File: src/rtl/wtc_pkg.sv
//////////////////////////////
// write-through dcache package
// address split, port structs and
// line helper functions
//////////////////////////////
package wtc_pkg;

  // address split
  localparam int ADDR_W         = 16;
  localparam int WORD_W         = 32;
  localparam int OFF_W          = 4;
  localparam int IDX_W          = 4;
  localparam int TAG_W          = 8;
  localparam int WORDS_PER_LINE = 4;
  localparam int LINE_W         = WORDS_PER_LINE * WORD_W;

  typedef logic [ADDR_W-1:0] addr_t;
  typedef logic [LINE_W-1:0] line_t;

  typedef struct packed {
    logic  valid;
    addr_t addr;
  } ld_req_t;

  typedef struct packed {
    logic              valid;
    logic [WORD_W-1:0] data;
  } ld_rsp_t;

  typedef struct packed {
    logic                valid;
    addr_t               addr;
    logic [WORD_W-1:0]   data;
    logic [WORD_W/8-1:0] be;
  } st_req_t;

  // we=1 store word, we=0 line read at line-aligned addr
  typedef struct packed {
    logic                valid;
    logic                we;
    addr_t               addr;
    logic [WORD_W-1:0]   data;
    logic [WORD_W/8-1:0] be;
  } mem_req_t;

  typedef struct packed {
    logic  valid;
    line_t line;
  } mem_rtrn_t;

  typedef struct packed {
    addr_t               addr;
    logic [WORD_W-1:0]   data;
    logic [WORD_W/8-1:0] be;
  } wb_entry_t;

  function automatic logic [IDX_W-1:0] addr_idx(addr_t addr);
    return addr[OFF_W +: IDX_W];
  endfunction

  function automatic logic [TAG_W-1:0] addr_tag(addr_t addr);
    return addr[ADDR_W-1 -: TAG_W];
  endfunction

  // word of a line picked by addr[3:2]
  function automatic logic [WORD_W-1:0] line_word(line_t line, addr_t addr);
    return line[addr[OFF_W-1:2]*WORD_W +: WORD_W];
  endfunction

endpackage

File: src/rtl/wtc_dcache.sv
//////////////////////////////
// write-through L1 dcache top
// direct-mapped, one load port
// and one store port
//////////////////////////////
module wtc_dcache #(
  parameter int unsigned MemCredits = 2,
  parameter int unsigned WbufDepth  = 4
) (
  input  logic               clk_i,
  input  logic               rst_i,
  input  logic               enable_i,
  input  logic               flush_i,
  output logic               flush_ack_o,
  output logic               miss_o,
  output logic               busy_o,
  input  wtc_pkg::ld_req_t   ld_req_i,
  output logic               ld_gnt_o,
  output wtc_pkg::ld_rsp_t   ld_rsp_o,
  input  wtc_pkg::st_req_t   st_req_i,
  output logic               st_gnt_o,
  output wtc_pkg::mem_req_t  mem_req_o,
  input  logic               mem_credit_i,
  input  wtc_pkg::mem_rtrn_t mem_rtrn_i
);
  import wtc_pkg::*;

  // ld_ctrl <-> mem
  logic             rd_req, rd_ack, rd_valid;
  logic [IDX_W-1:0] rd_idx;
  logic [TAG_W-1:0] rd_tag;
  line_t            rd_line;

  // ld_ctrl <-> missunit
  logic  miss_req, miss_done, cache_en;
  addr_t miss_addr;
  line_t miss_line;

  // wbuffer <-> mem
  logic                wr_req, wr_ack, wr_pending;
  addr_t               wr_addr;
  logic [WORD_W-1:0]   wr_data;
  logic [WORD_W/8-1:0] wr_be;

  // wbuffer <-> missunit
  logic      wb_valid, wb_pop, wb_empty;
  wb_entry_t wb_head;

  // missunit -> mem
  logic             cl_we, inv_all;
  logic [IDX_W-1:0] cl_idx;
  logic [TAG_W-1:0] cl_tag;
  line_t            cl_line;

  logic ld_busy, mu_busy;

  assign busy_o = ld_busy || mu_busy || !wb_empty;

  wtc_ld_ctrl u_ld_ctrl (
    .clk_i        (clk_i),
    .rst_i        (rst_i),
    .cache_en_i   (cache_en),
    .ld_req_i     (ld_req_i),
    .ld_gnt_o     (ld_gnt_o),
    .ld_rsp_o     (ld_rsp_o),
    .wr_pending_i (wr_pending),
    .rd_req_o     (rd_req),
    .rd_idx_o     (rd_idx),
    .rd_ack_i     (rd_ack),
    .rd_tag_i     (rd_tag),
    .rd_valid_i   (rd_valid),
    .rd_line_i    (rd_line),
    .miss_req_o   (miss_req),
    .miss_addr_o  (miss_addr),
    .miss_done_i  (miss_done),
    .miss_line_i  (miss_line),
    .busy_o       (ld_busy)
  );

  wtc_wbuffer #(
    .WbufDepth (WbufDepth)
  ) u_wbuffer (
    .clk_i        (clk_i),
    .rst_i        (rst_i),
    .st_req_i     (st_req_i),
    .st_gnt_o     (st_gnt_o),
    .wr_req_o     (wr_req),
    .wr_addr_o    (wr_addr),
    .wr_data_o    (wr_data),
    .wr_be_o      (wr_be),
    .wr_ack_i     (wr_ack),
    .wr_pending_o (wr_pending),
    .wb_valid_o   (wb_valid),
    .wb_head_o    (wb_head),
    .wb_pop_i     (wb_pop),
    .wb_empty_o   (wb_empty)
  );

  wtc_missunit #(
    .MemCredits (MemCredits)
  ) u_missunit (
    .clk_i        (clk_i),
    .rst_i        (rst_i),
    .enable_i     (enable_i),
    .flush_i      (flush_i),
    .flush_ack_o  (flush_ack_o),
    .miss_o       (miss_o),
    .busy_o       (mu_busy),
    .cache_en_o   (cache_en),
    .miss_req_i   (miss_req),
    .miss_addr_i  (miss_addr),
    .miss_done_o  (miss_done),
    .miss_line_o  (miss_line),
    .wb_valid_i   (wb_valid),
    .wb_head_i    (wb_head),
    .wb_pop_o     (wb_pop),
    .wb_empty_i   (wb_empty),
    .cl_we_o      (cl_we),
    .cl_idx_o     (cl_idx),
    .cl_tag_o     (cl_tag),
    .cl_line_o    (cl_line),
    .inv_all_o    (inv_all),
    .mem_req_o    (mem_req_o),
    .mem_credit_i (mem_credit_i),
    .mem_rtrn_i   (mem_rtrn_i)
  );

  wtc_mem u_mem (
    .clk_i      (clk_i),
    .rst_i      (rst_i),
    .rd_req_i   (rd_req),
    .rd_idx_i   (rd_idx),
    .rd_ack_o   (rd_ack),
    .rd_tag_o   (rd_tag),
    .rd_valid_o (rd_valid),
    .rd_line_o  (rd_line),
    .wr_req_i   (wr_req),
    .wr_addr_i  (wr_addr),
    .wr_data_i  (wr_data),
    .wr_be_i    (wr_be),
    .wr_ack_o   (wr_ack),
    .cl_we_i    (cl_we),
    .cl_idx_i   (cl_idx),
    .cl_tag_i   (cl_tag),
    .cl_line_i  (cl_line),
    .inv_all_i  (inv_all)
  );

endmodule

File: src/rtl/wtc_ld_ctrl.sv
//////////////////////////////
// load controller
// lookup, hit/miss decision and
// miss path through the miss unit
//////////////////////////////
module wtc_ld_ctrl (
  input  logic                      clk_i,
  input  logic                      rst_i,
  input  logic                      cache_en_i,
  // load port
  input  wtc_pkg::ld_req_t          ld_req_i,
  output logic                      ld_gnt_o,
  output wtc_pkg::ld_rsp_t          ld_rsp_o,
  input  logic                      wr_pending_i,
  // array read port
  output logic                      rd_req_o,
  output logic [wtc_pkg::IDX_W-1:0] rd_idx_o,
  input  logic                      rd_ack_i,
  input  logic [wtc_pkg::TAG_W-1:0] rd_tag_i,
  input  logic                      rd_valid_i,
  input  wtc_pkg::line_t            rd_line_i,
  // miss unit
  output logic                      miss_req_o,
  output wtc_pkg::addr_t            miss_addr_o,
  input  logic                      miss_done_i,
  input  wtc_pkg::line_t            miss_line_i,
  output logic                      busy_o
);
  import wtc_pkg::*;

  typedef enum logic [1:0] {ST_IDLE, ST_LOOKUP, ST_MISS} state_e;

  state_e  state_q, state_d;
  addr_t   addr_q;
  ld_rsp_t rsp_q, rsp_d;
  logic    accept, hit, open_q;

  // no grant while a store word write is still on its way to the array
  assign rd_req_o = (state_q == ST_IDLE) && ld_req_i.valid && cache_en_i && !wr_pending_i;
  assign rd_idx_o = addr_idx(ld_req_i.addr);
  assign ld_gnt_o = (state_q == ST_IDLE) && !wr_pending_i && (cache_en_i ? rd_ack_i : 1'b1);
  assign accept   = ld_req_i.valid && ld_gnt_o;

  assign hit         = rd_valid_i && (rd_tag_i == addr_tag(addr_q));
  assign miss_req_o  = (state_q == ST_MISS);
  assign miss_addr_o = addr_q;
  assign ld_rsp_o    = rsp_q;
  assign busy_o      = (state_q != ST_IDLE);

  always_comb begin
    state_d     = state_q;
    rsp_d.valid = 1'b0;
    rsp_d.data  = rsp_q.data;
    unique case (state_q)
      ST_IDLE: begin
        if (accept) begin
          state_d = cache_en_i ? ST_LOOKUP : ST_MISS;
        end
      end
      ST_LOOKUP: begin
        if (hit) begin
          state_d     = ST_IDLE;
          rsp_d.valid = 1'b1;
          rsp_d.data  = line_word(rd_line_i, addr_q);
        end else begin
          state_d = ST_MISS;
        end
      end
      ST_MISS: begin
        if (miss_done_i) begin
          state_d     = ST_IDLE;
          rsp_d.valid = 1'b1;
          rsp_d.data  = line_word(miss_line_i, addr_q);
        end
      end
      default: state_d = ST_IDLE;
    endcase
  end

  always_ff @(posedge clk_i) begin
    if (rst_i) begin
      state_q     <= ST_IDLE;
      rsp_q.valid <= 1'b0;
    end else begin
      state_q     <= state_d;
      rsp_q.valid <= rsp_d.valid;
    end
    rsp_q.data <= rsp_d.data;
    if (accept) begin
      addr_q <= ld_req_i.addr;
    end
  end

  // open from acceptance up to its response
  always_ff @(posedge clk_i) begin
    if (rst_i) begin
      open_q <= 1'b0;
    end else if (accept) begin
      open_q <= 1'b1;
    end else if (ld_rsp_o.valid) begin
      open_q <= 1'b0;
    end
  end

  a_single_load: assert property (@(posedge clk_i) disable iff (rst_i)
    accept |-> (!open_q || ld_rsp_o.valid));

endmodule

File: src/rtl/wtc_mem.sv
//////////////////////////////
// dcache arrays
// tag, valid and data storage with
// refill, word-write and read ports
//////////////////////////////
module wtc_mem (
  input  logic                        clk_i,
  input  logic                        rst_i,
  // load read port
  input  logic                        rd_req_i,
  input  logic [wtc_pkg::IDX_W-1:0]   rd_idx_i,
  output logic                        rd_ack_o,
  output logic [wtc_pkg::TAG_W-1:0]   rd_tag_o,
  output logic                        rd_valid_o,
  output wtc_pkg::line_t              rd_line_o,
  // store word-write port
  input  logic                        wr_req_i,
  input  wtc_pkg::addr_t              wr_addr_i,
  input  logic [wtc_pkg::WORD_W-1:0]  wr_data_i,
  input  logic [wtc_pkg::WORD_W/8-1:0] wr_be_i,
  output logic                        wr_ack_o,
  // refill and invalidate
  input  logic                        cl_we_i,
  input  logic [wtc_pkg::IDX_W-1:0]   cl_idx_i,
  input  logic [wtc_pkg::TAG_W-1:0]   cl_tag_i,
  input  wtc_pkg::line_t              cl_line_i,
  input  logic                        inv_all_i
);
  import wtc_pkg::*;

  localparam int SETS = 2 ** IDX_W;

  logic [TAG_W-1:0] tag_q  [SETS];
  line_t            data_q [SETS];
  logic [SETS-1:0]  valid_q;

  logic [IDX_W-1:0]   wr_idx;
  logic [OFF_W-3:0]   wr_sel;
  logic               wr_hit;

  // fixed priority of refill/invalidate over word write over load read
  assign wr_ack_o = wr_req_i && !cl_we_i && !inv_all_i;
  assign rd_ack_o = rd_req_i && !cl_we_i && !inv_all_i && !wr_req_i;

  assign wr_idx = addr_idx(wr_addr_i);
  assign wr_sel = wr_addr_i[OFF_W-1:2];
  assign wr_hit = valid_q[wr_idx] && (tag_q[wr_idx] == addr_tag(wr_addr_i));

  always_ff @(posedge clk_i) begin
    if (rst_i || inv_all_i) begin
      valid_q <= '0;
    end else if (cl_we_i) begin
      valid_q[cl_idx_i] <= 1'b1;
    end
  end

  always_ff @(posedge clk_i) begin
    if (cl_we_i) begin
      tag_q[cl_idx_i]  <= cl_tag_i;
      data_q[cl_idx_i] <= cl_line_i;
    end else if (wr_ack_o && wr_hit) begin
      // stores never allocate and only patch hitting lines
      for (int b = 0; b < WORD_W/8; b++) begin
        if (wr_be_i[b]) begin
          data_q[wr_idx][wr_sel*WORD_W + b*8 +: 8] <= wr_data_i[b*8 +: 8];
        end
      end
    end
  end

  // read data lands one cycle after the ack
  always_ff @(posedge clk_i) begin
    if (rd_ack_o) begin
      rd_tag_o   <= tag_q[rd_idx_i];
      rd_valid_o <= valid_q[rd_idx_i];
      rd_line_o  <= data_q[rd_idx_i];
    end
  end

  // load side holds off while a word write waits, so both acks never meet
  a_one_port: assert property (@(posedge clk_i) disable iff (rst_i)
    !(rd_req_i && wr_req_i));

endmodule

File: src/rtl/wtc_missunit.sv
//////////////////////////////
// miss unit
// memory channel, credits, refill,
// flush and enable handling
//////////////////////////////
module wtc_missunit #(
  parameter int unsigned MemCredits = 2
) (
  input  logic                      clk_i,
  input  logic                      rst_i,
  input  logic                      enable_i,
  input  logic                      flush_i,
  output logic                      flush_ack_o,
  output logic                      miss_o,
  output logic                      busy_o,
  output logic                      cache_en_o,
  // load controller
  input  logic                      miss_req_i,
  input  wtc_pkg::addr_t            miss_addr_i,
  output logic                      miss_done_o,
  output wtc_pkg::line_t            miss_line_o,
  // write buffer
  input  logic                      wb_valid_i,
  input  wtc_pkg::wb_entry_t        wb_head_i,
  output logic                      wb_pop_o,
  input  logic                      wb_empty_i,
  // array refill and invalidate
  output logic                      cl_we_o,
  output logic [wtc_pkg::IDX_W-1:0] cl_idx_o,
  output logic [wtc_pkg::TAG_W-1:0] cl_tag_o,
  output wtc_pkg::line_t            cl_line_o,
  output logic                      inv_all_o,
  // memory channel
  output wtc_pkg::mem_req_t         mem_req_o,
  input  logic                      mem_credit_i,
  input  wtc_pkg::mem_rtrn_t        mem_rtrn_i
);
  import wtc_pkg::*;

  localparam int unsigned CntW = $clog2(MemCredits + 1);
  localparam logic [CntW-1:0] FULL_CREDITS = CntW'(MemCredits);

  typedef enum logic [1:0] {ST_IDLE, ST_WAIT, ST_INV, ST_ACK} state_e;

  state_e          state_q, state_d;
  logic [CntW-1:0] credits_q;
  logic            has_credit, send_st, send_rd, rtrn;
  logic            en_q, stale_q, head_same;

  assign has_credit = (credits_q != '0);

  // stores go first, a refill read waits for an empty buffer
  assign send_st = wb_valid_i && has_credit;
  assign send_rd = (state_q == ST_IDLE) && !flush_i && miss_req_i && wb_empty_i && has_credit;
  assign rtrn    = (state_q == ST_WAIT) && mem_rtrn_i.valid;

  assign wb_pop_o    = send_st;
  assign miss_o      = send_rd;
  assign miss_done_o = rtrn;
  assign miss_line_o = mem_rtrn_i.line;

  always_comb begin
    mem_req_o       = '0;
    mem_req_o.valid = send_st || send_rd;
    if (send_st) begin
      mem_req_o.we   = 1'b1;
      mem_req_o.addr = wb_head_i.addr;
      mem_req_o.data = wb_head_i.data;
      mem_req_o.be   = wb_head_i.be;
    end else begin
      mem_req_o.addr = {miss_addr_i[ADDR_W-1:OFF_W], {OFF_W{1'b0}}};
    end
  end

  // a store to the set queued after the read makes the line stale
  assign head_same = wb_valid_i && (addr_idx(wb_head_i.addr) == addr_idx(miss_addr_i));

  assign cl_we_o   = rtrn && enable_i && !stale_q && !head_same;
  assign cl_idx_o  = addr_idx(miss_addr_i);
  assign cl_tag_o  = addr_tag(miss_addr_i);
  assign cl_line_o = mem_rtrn_i.line;

  // drop all lines on flush or when the cache is switched off
  assign inv_all_o   = (state_q == ST_INV) || (en_q && !enable_i);
  assign cache_en_o  = en_q;
  assign flush_ack_o = (state_q == ST_ACK);
  assign busy_o      = (state_q != ST_IDLE) || (credits_q != FULL_CREDITS);

  always_comb begin
    state_d = state_q;
    unique case (state_q)
      ST_IDLE: begin
        if (flush_i && wb_empty_i) begin
          state_d = ST_INV;
        end else if (send_rd) begin
          state_d = ST_WAIT;
        end
      end
      ST_WAIT: if (mem_rtrn_i.valid) state_d = ST_IDLE;
      ST_INV:  state_d = ST_ACK;
      ST_ACK:  state_d = ST_IDLE;
      default: state_d = ST_IDLE;
    endcase
  end

  always_ff @(posedge clk_i) begin
    if (rst_i) begin
      state_q   <= ST_IDLE;
      credits_q <= FULL_CREDITS;
      en_q      <= 1'b0;
      stale_q   <= 1'b0;
    end else begin
      state_q   <= state_d;
      credits_q <= credits_q - CntW'(mem_req_o.valid) + CntW'(mem_credit_i);
      en_q      <= enable_i;
      if (send_rd) begin
        stale_q <= 1'b0;
      end else if (state_q == ST_WAIT && head_same) begin
        stale_q <= 1'b1;
      end
    end
  end

  a_credit_range: assert property (@(posedge clk_i) disable iff (rst_i)
    credits_q <= FULL_CREDITS);
  // memory never returns a credit that was not spent
  a_credit_return: assert property (@(posedge clk_i) disable iff (rst_i)
    mem_credit_i |-> (credits_q != FULL_CREDITS) || mem_req_o.valid);

endmodule

File: src/rtl/wtc_wbuffer.sv
//////////////////////////////
// write buffer
// store FIFO, patches hitting lines
// and feeds the miss unit
//////////////////////////////
module wtc_wbuffer #(
  parameter int unsigned WbufDepth = 4
) (
  input  logic                         clk_i,
  input  logic                         rst_i,
  // store port
  input  wtc_pkg::st_req_t             st_req_i,
  output logic                         st_gnt_o,
  // array word-write port
  output logic                         wr_req_o,
  output wtc_pkg::addr_t               wr_addr_o,
  output logic [wtc_pkg::WORD_W-1:0]   wr_data_o,
  output logic [wtc_pkg::WORD_W/8-1:0] wr_be_o,
  input  logic                         wr_ack_i,
  output logic                         wr_pending_o,
  // miss unit side
  output logic                         wb_valid_o,
  output wtc_pkg::wb_entry_t           wb_head_o,
  input  logic                         wb_pop_i,
  output logic                         wb_empty_o
);
  import wtc_pkg::*;

  localparam int unsigned PtrW = (WbufDepth > 1) ? $clog2(WbufDepth) : 1;
  localparam logic [PtrW-1:0] LAST  = PtrW'(WbufDepth - 1);
  localparam logic [PtrW:0]   DEPTH = (PtrW + 1)'(WbufDepth);

  wb_entry_t       fifo_q [WbufDepth];
  wb_entry_t       new_entry, pend_entry_q;
  logic [PtrW-1:0] head_q, tail_q;
  logic [PtrW:0]   count_q;
  logic            pend_q, full, push;

  assign new_entry = '{addr: st_req_i.addr, data: st_req_i.data, be: st_req_i.be};

  // one word write in flight and a new store may take the slot as it frees
  assign full     = (count_q == DEPTH);
  assign st_gnt_o = !full && (!pend_q || wr_ack_i);
  assign push     = st_req_i.valid && st_gnt_o;

  assign wr_req_o     = pend_q;
  assign wr_addr_o    = pend_entry_q.addr;
  assign wr_data_o    = pend_entry_q.data;
  assign wr_be_o      = pend_entry_q.be;
  assign wr_pending_o = pend_q || push;

  assign wb_valid_o = (count_q != '0);
  assign wb_empty_o = (count_q == '0);
  assign wb_head_o  = fifo_q[head_q];

  ////////////////////////////////
  // pointers and count
  ////////////////////////////////

  always_ff @(posedge clk_i) begin
    if (rst_i) begin
      head_q  <= '0;
      tail_q  <= '0;
      count_q <= '0;
      pend_q  <= 1'b0;
    end else begin
      if (push) begin
        tail_q <= (tail_q == LAST) ? '0 : tail_q + 1'b1;
      end
      if (wb_pop_i) begin
        head_q <= (head_q == LAST) ? '0 : head_q + 1'b1;
      end
      count_q <= count_q + (PtrW + 1)'(push) - (PtrW + 1)'(wb_pop_i);
      if (push) begin
        pend_q <= 1'b1;
      end else if (wr_ack_i) begin
        pend_q <= 1'b0;
      end
    end
  end

  always_ff @(posedge clk_i) begin
    if (push) begin
      fifo_q[tail_q] <= new_entry;
      pend_entry_q   <= new_entry;
    end
  end

  // a push never lands on the slot of a queued entry
  a_no_overflow: assert property (@(posedge clk_i) disable iff (rst_i)
    push |-> !(count_q != '0 && tail_q == head_q));
  // miss unit only pops what is queued
  a_no_underflow: assert property (@(posedge clk_i) disable iff (rst_i)
    wb_pop_i |-> wb_valid_o);

endmodule

File: config.mk
export PLATFORM = sky130hd
export DESIGN_NAME = wtc_dcache
export DESIGN_NICKNAME = d
export VERILOG_FILES = /design/src/rtl/wtc_pkg.sv /design/src/rtl/wtc_dcache.sv /design/src/rtl/wtc_ld_ctrl.sv /design/src/rtl/wtc_mem.sv /design/src/rtl/wtc_missunit.sv /design/src/rtl/wtc_wbuffer.sv
export SDC_FILE = /design/constraint.sdc
export NUM_CORES = 2
export LEC_CHECK = 0
export BUFFER_PORTS_ARGS = -buffer_cell sky130_fd_sc_hd__buf_2
export CORE_MARGIN = 2
export CORE_UTILIZATION = 35
export DETAILED_ROUTE_END_ITERATION = 10
export GPL_TIMING_DRIVEN = 0
export PLACE_DENSITY = 0.58
export SLEW_MARGIN = 20
export SYNTH_ARGS = -nofsm -noshare
export SYNTH_HDL_FRONTEND = slang
export SYNTH_SLANG_ARGS = --single-unit
File: constraint.sdc
create_clock -name clk_i -period 14.3 [get_ports clk_i]
set_input_delay 2.86 -clock clk_i [delete_from_list [all_inputs] [get_ports clk_i]]
set_output_delay 2.86 -clock clk_i [all_outputs]
set_load 0.1 [all_outputs]
==> flow_summary.ini <==
[status]
status = completed

[clocking]
clk_path_buf_depth = 4
htreeDepth = 5
cts-resized-gates = 0
numCtsBuffers = 281
clkSlewWorstSetupHoldPaths_ns = 0.06
clk_latency_ns = 0.90
ctsHoldBuffers = 0
cts-root-buf = clkbuf_16
cts_tree = done
clock_sinks = 2656
post-cts-setup-buffers = 0

[worst_setup_path]
critPathMaxStageDelay_ns = 0.85
crit_type = in2out
path_cells = buf_2 > nand3b_1 > nor3b_1 > nor2_1 > a21oi_1 > o21ai_0 > and2_1 > buf_2
critical_path_depth = 8
required_ns = 11.44
startpoint_type = input pin
critPathMaxFanout = 6
endpoint_kind = primary output
crit_path_frequent_cell = buf_2
r2r_end = u_mem.data_q[12][95]
r2r_setup_slack_ns = 8.03
cp.arrival_ns = 5.09
path_delay_family = compound AO/OA/AOI/OAI gates
critPathSlowestCell = a21oi_1
cp_num_buf_inv = 2
reg2reg_depth = 12

[placement]
gp_congestion = 1.046
hpwl_mm = 275.6
placed_cell_area_um2 = 114700
dp.cells = 9213
port_buffers = 293

[route]
vias = 57853
via_per_inst = 5.927
antenna_left = 0
drt_iter0_markers = 7782
routedWlPerCell_um = 38.73
wl_mm = 378.1
drc = 0
drtPass1Iterations = 8

[timing]
setup_violations = 0
clock_skew_ns = 0.07767
period_share = 0.5561
tns_ns = 0
max_slew_margin = 0.1224
rsz0062_at_grt = false
fmax_mhz = 125.7
hold_viol = 0
drv_slew = 0
worstMarginPinSlew_ns = 1.316
min_period_ns = 7.953

[hold_path]
hold_path_depth = 2
min_from = u_wbuffer.head_q[1]
hold_path.class = reg2reg

[global_route]
grt_pass1_vias = 56054
grt_pass1_wl_mm = 499.4
antenna_found_initial = 47
grt_start_max_net_pins = 41
track_usage = 0.2420
grt-ovfl-total = 0

[synth]
syn_area_um2 = 106100
synth_edf_count = 2617
ys_seq_elements = 2656
postSynthCellCount = 4842
async_flop_share = 0
ys_seq_area_frac = 0.7481
synthesis.nets = 5064
avgSynthCellArea_um2 = 21.91
ys.warnings.count = 0
ys_top_cells_by_count = edfxtp_1 (2617), mux4_2 (815), clkbuf_1 (199), a21oi_1 (185), nand2_1 (108)
synth.most_common_cell = edfxtp_1
synth_area_leaders = edfxtp_1 (74%), mux4_2 (17%), a21oi_1 (0.87%), o2bb2ai_1 (0.79%), dfxtp_1 (0.74%)
ys.flop_type = edfxtp_1
synth_cell_types = 62
yosysTopAreaCell = edfxtp_1
synth.top_cell.area_share = 0.7408

[pwr]
power_density_nw_per_um2 = 154.1
p_leak_nw = 38.18
ir_worst_vdd_mv = 0.3321

[finish]
seq_area_um2 = 79370
n_fill_cell = 26508
drive_above_1_share = 0.3664
area_growth_pct = 17.19
design_area_um2 = 124300
fin_nets = 5754
layout.cells.non_filler = 9761
multi_input_area_um2 = 26230

[floorplan]
fp.dieW_um = 554.5
ios = 296
die_h_um = 554.5
core_um2 = 302300
dieArea_um2 = 307500
rows = 202
start_util = 0.3510

[flow_run]
max_cap_violations = 0
-- per-stage QoR --
stage / power, mW / utilization / hold slack, ns / worst slack (ns)
finish: 19.16 / 0.4113 / 0.4912 / 6.347
detailed placement: 11.99 / 0.3796 / 0.4825 / 6.423
CTS: 19.17 / 0.4094 / 0.4906 / 6.410
floorplan: 10.98 / - / 0.4519 / 0.7018
global placement: 11.92 / 0.3723 / 0.4649 / -8.669
global route: 19.58 / 0.4110 / 0.5236 / 6.281
-- layer usage --
layer / GRT usage / up-vias / routed length, um
li1: - / 22059 / -
met1: 0.2887 / 31032 / 132600
met2: 0.3626 / 3692 / 170000
met3: 0.07532 / 1041 / 39700
met4: 0.1936 / 29 / 35400
met5: 0.005001 / - / 434
-- cells by family after synthesis --
kind of cell	synth area share
and+or+nand+nor	0.01794
buffers and inverters	0.01501
DFF	0.7481
adders and majority gates	0.002194
AOI/OAI and AO/OA	0.03701
muxes	0.1777
xor gates and xnor gates	0.001981
-- worst max-delay path by stage --
stage / start / end / slack (ns)
after floorplan: enable_i / u_ld_ctrl.state_q[1] / 0.70
after global placement: enable_i / u_mem.rd_line_o[70] / -8.67
after detailed placement: mem_rtrn_i[128] / ld_gnt_o / 6.42
after CTS: mem_rtrn_i[128] / ld_gnt_o / 6.41
after global routing: mem_rtrn_i[128] / st_gnt_o / 6.28
final: mem_rtrn_i[128] / ld_gnt_o / 6.35
-- worst register-to-register path, cell delays in order, from the launching register on --
cell and delay, ns:
dfxtp_1 0.30, clkbuf_1 0.67, mux4_2 0.47, xnor2_1 0.16, nor3b_1 0.15, a21oi_1 0.87, a21oi_4 0.13, o31ai_1 0.28
buf_2 0.36, clkbuf_1 0.64, o21ai_2 0.42, buf_4 0.44, a21oi_1 1.00
-- state kept, by name, summed over array words and instances (netlist names), named ones only --
name	count
u_mem.rd_valid_o	1
u_wbuffer.wr_addr_o	14
u_wbuffer.wr_data_o	32
u_mem.valid_q	16
u_missunit.state_q	2
u_missunit.cache_en_o	1
u_wbuffer.count_q	3
u_missunit.credits_q	2
u_wbuffer.head_q	2
u_ld_ctrl.state_q	2
u_mem.data_q	2048
u_mem.rd_line_o	128
u_mem.rd_tag_o	8
u_ld_ctrl.ld_rsp_o	33
u_ld_ctrl.miss_addr_o	14
u_wbuffer.wr_req_o	1
u_missunit.stale_q	1
u_wbuffer.fifo_q	208
u_wbuffer.wr_be_o	4
u_wbuffer.tail_q	2
u_mem.tag_q	128
-- report_power, final --
| group | internal [mW] | total, mW | switching [mW] |
|---|---|---|---|
| clock | 4.17 | 7.28 | 3.11 |
| combinational | 0.762 | 2.98 | 2.22 |
| sequential | 8.76 | 8.90 | 0.145 |
-- area by class of cell --
cell class	count	share of cell area
buffer	336	0.01305
antenna	41	0.0008252
clock buffer	335	0.05886
clock inverter	158	0.01359
tap	3978	0.04003
sequential	2656	0.6384
inverter	18	0.0005435
timing repair buffer	407	0.02370
multi-input combinational	1832	0.2110
-- placed cells by master, fill, tap and decap left out, types with 36 or more instances in the layout --
| master | n |
|---|---|
| clkinv_2 | 47 |
| clkinv_1 | 42 |
| a21oi_2 | 142 |
| nor2b_1 | 58 |
| nand2_1 | 108 |
| and2_1 | 42 |
| mux2i_1 | 36 |
| buf_1 | 45 |
| mux4_2 | 815 |
| buf_6 | 51 |
| o2bb2ai_2 | 95 |
| edfxtp_1 | 2617 |
| diode_2 | 41 |
| clkbuf_1 | 205 |
| a21oi_1 | 114 |
| clkbuf_16 | 284 |
| o21ai_1 | 44 |
| buf_2 | 348 |
| buf_4 | 49 |
| clkbuf_2 | 48 |
| nor2_1 | 52 |
| dfxtp_1 | 39 |
No activity file was read; power rests on OpenSTA's default activity.
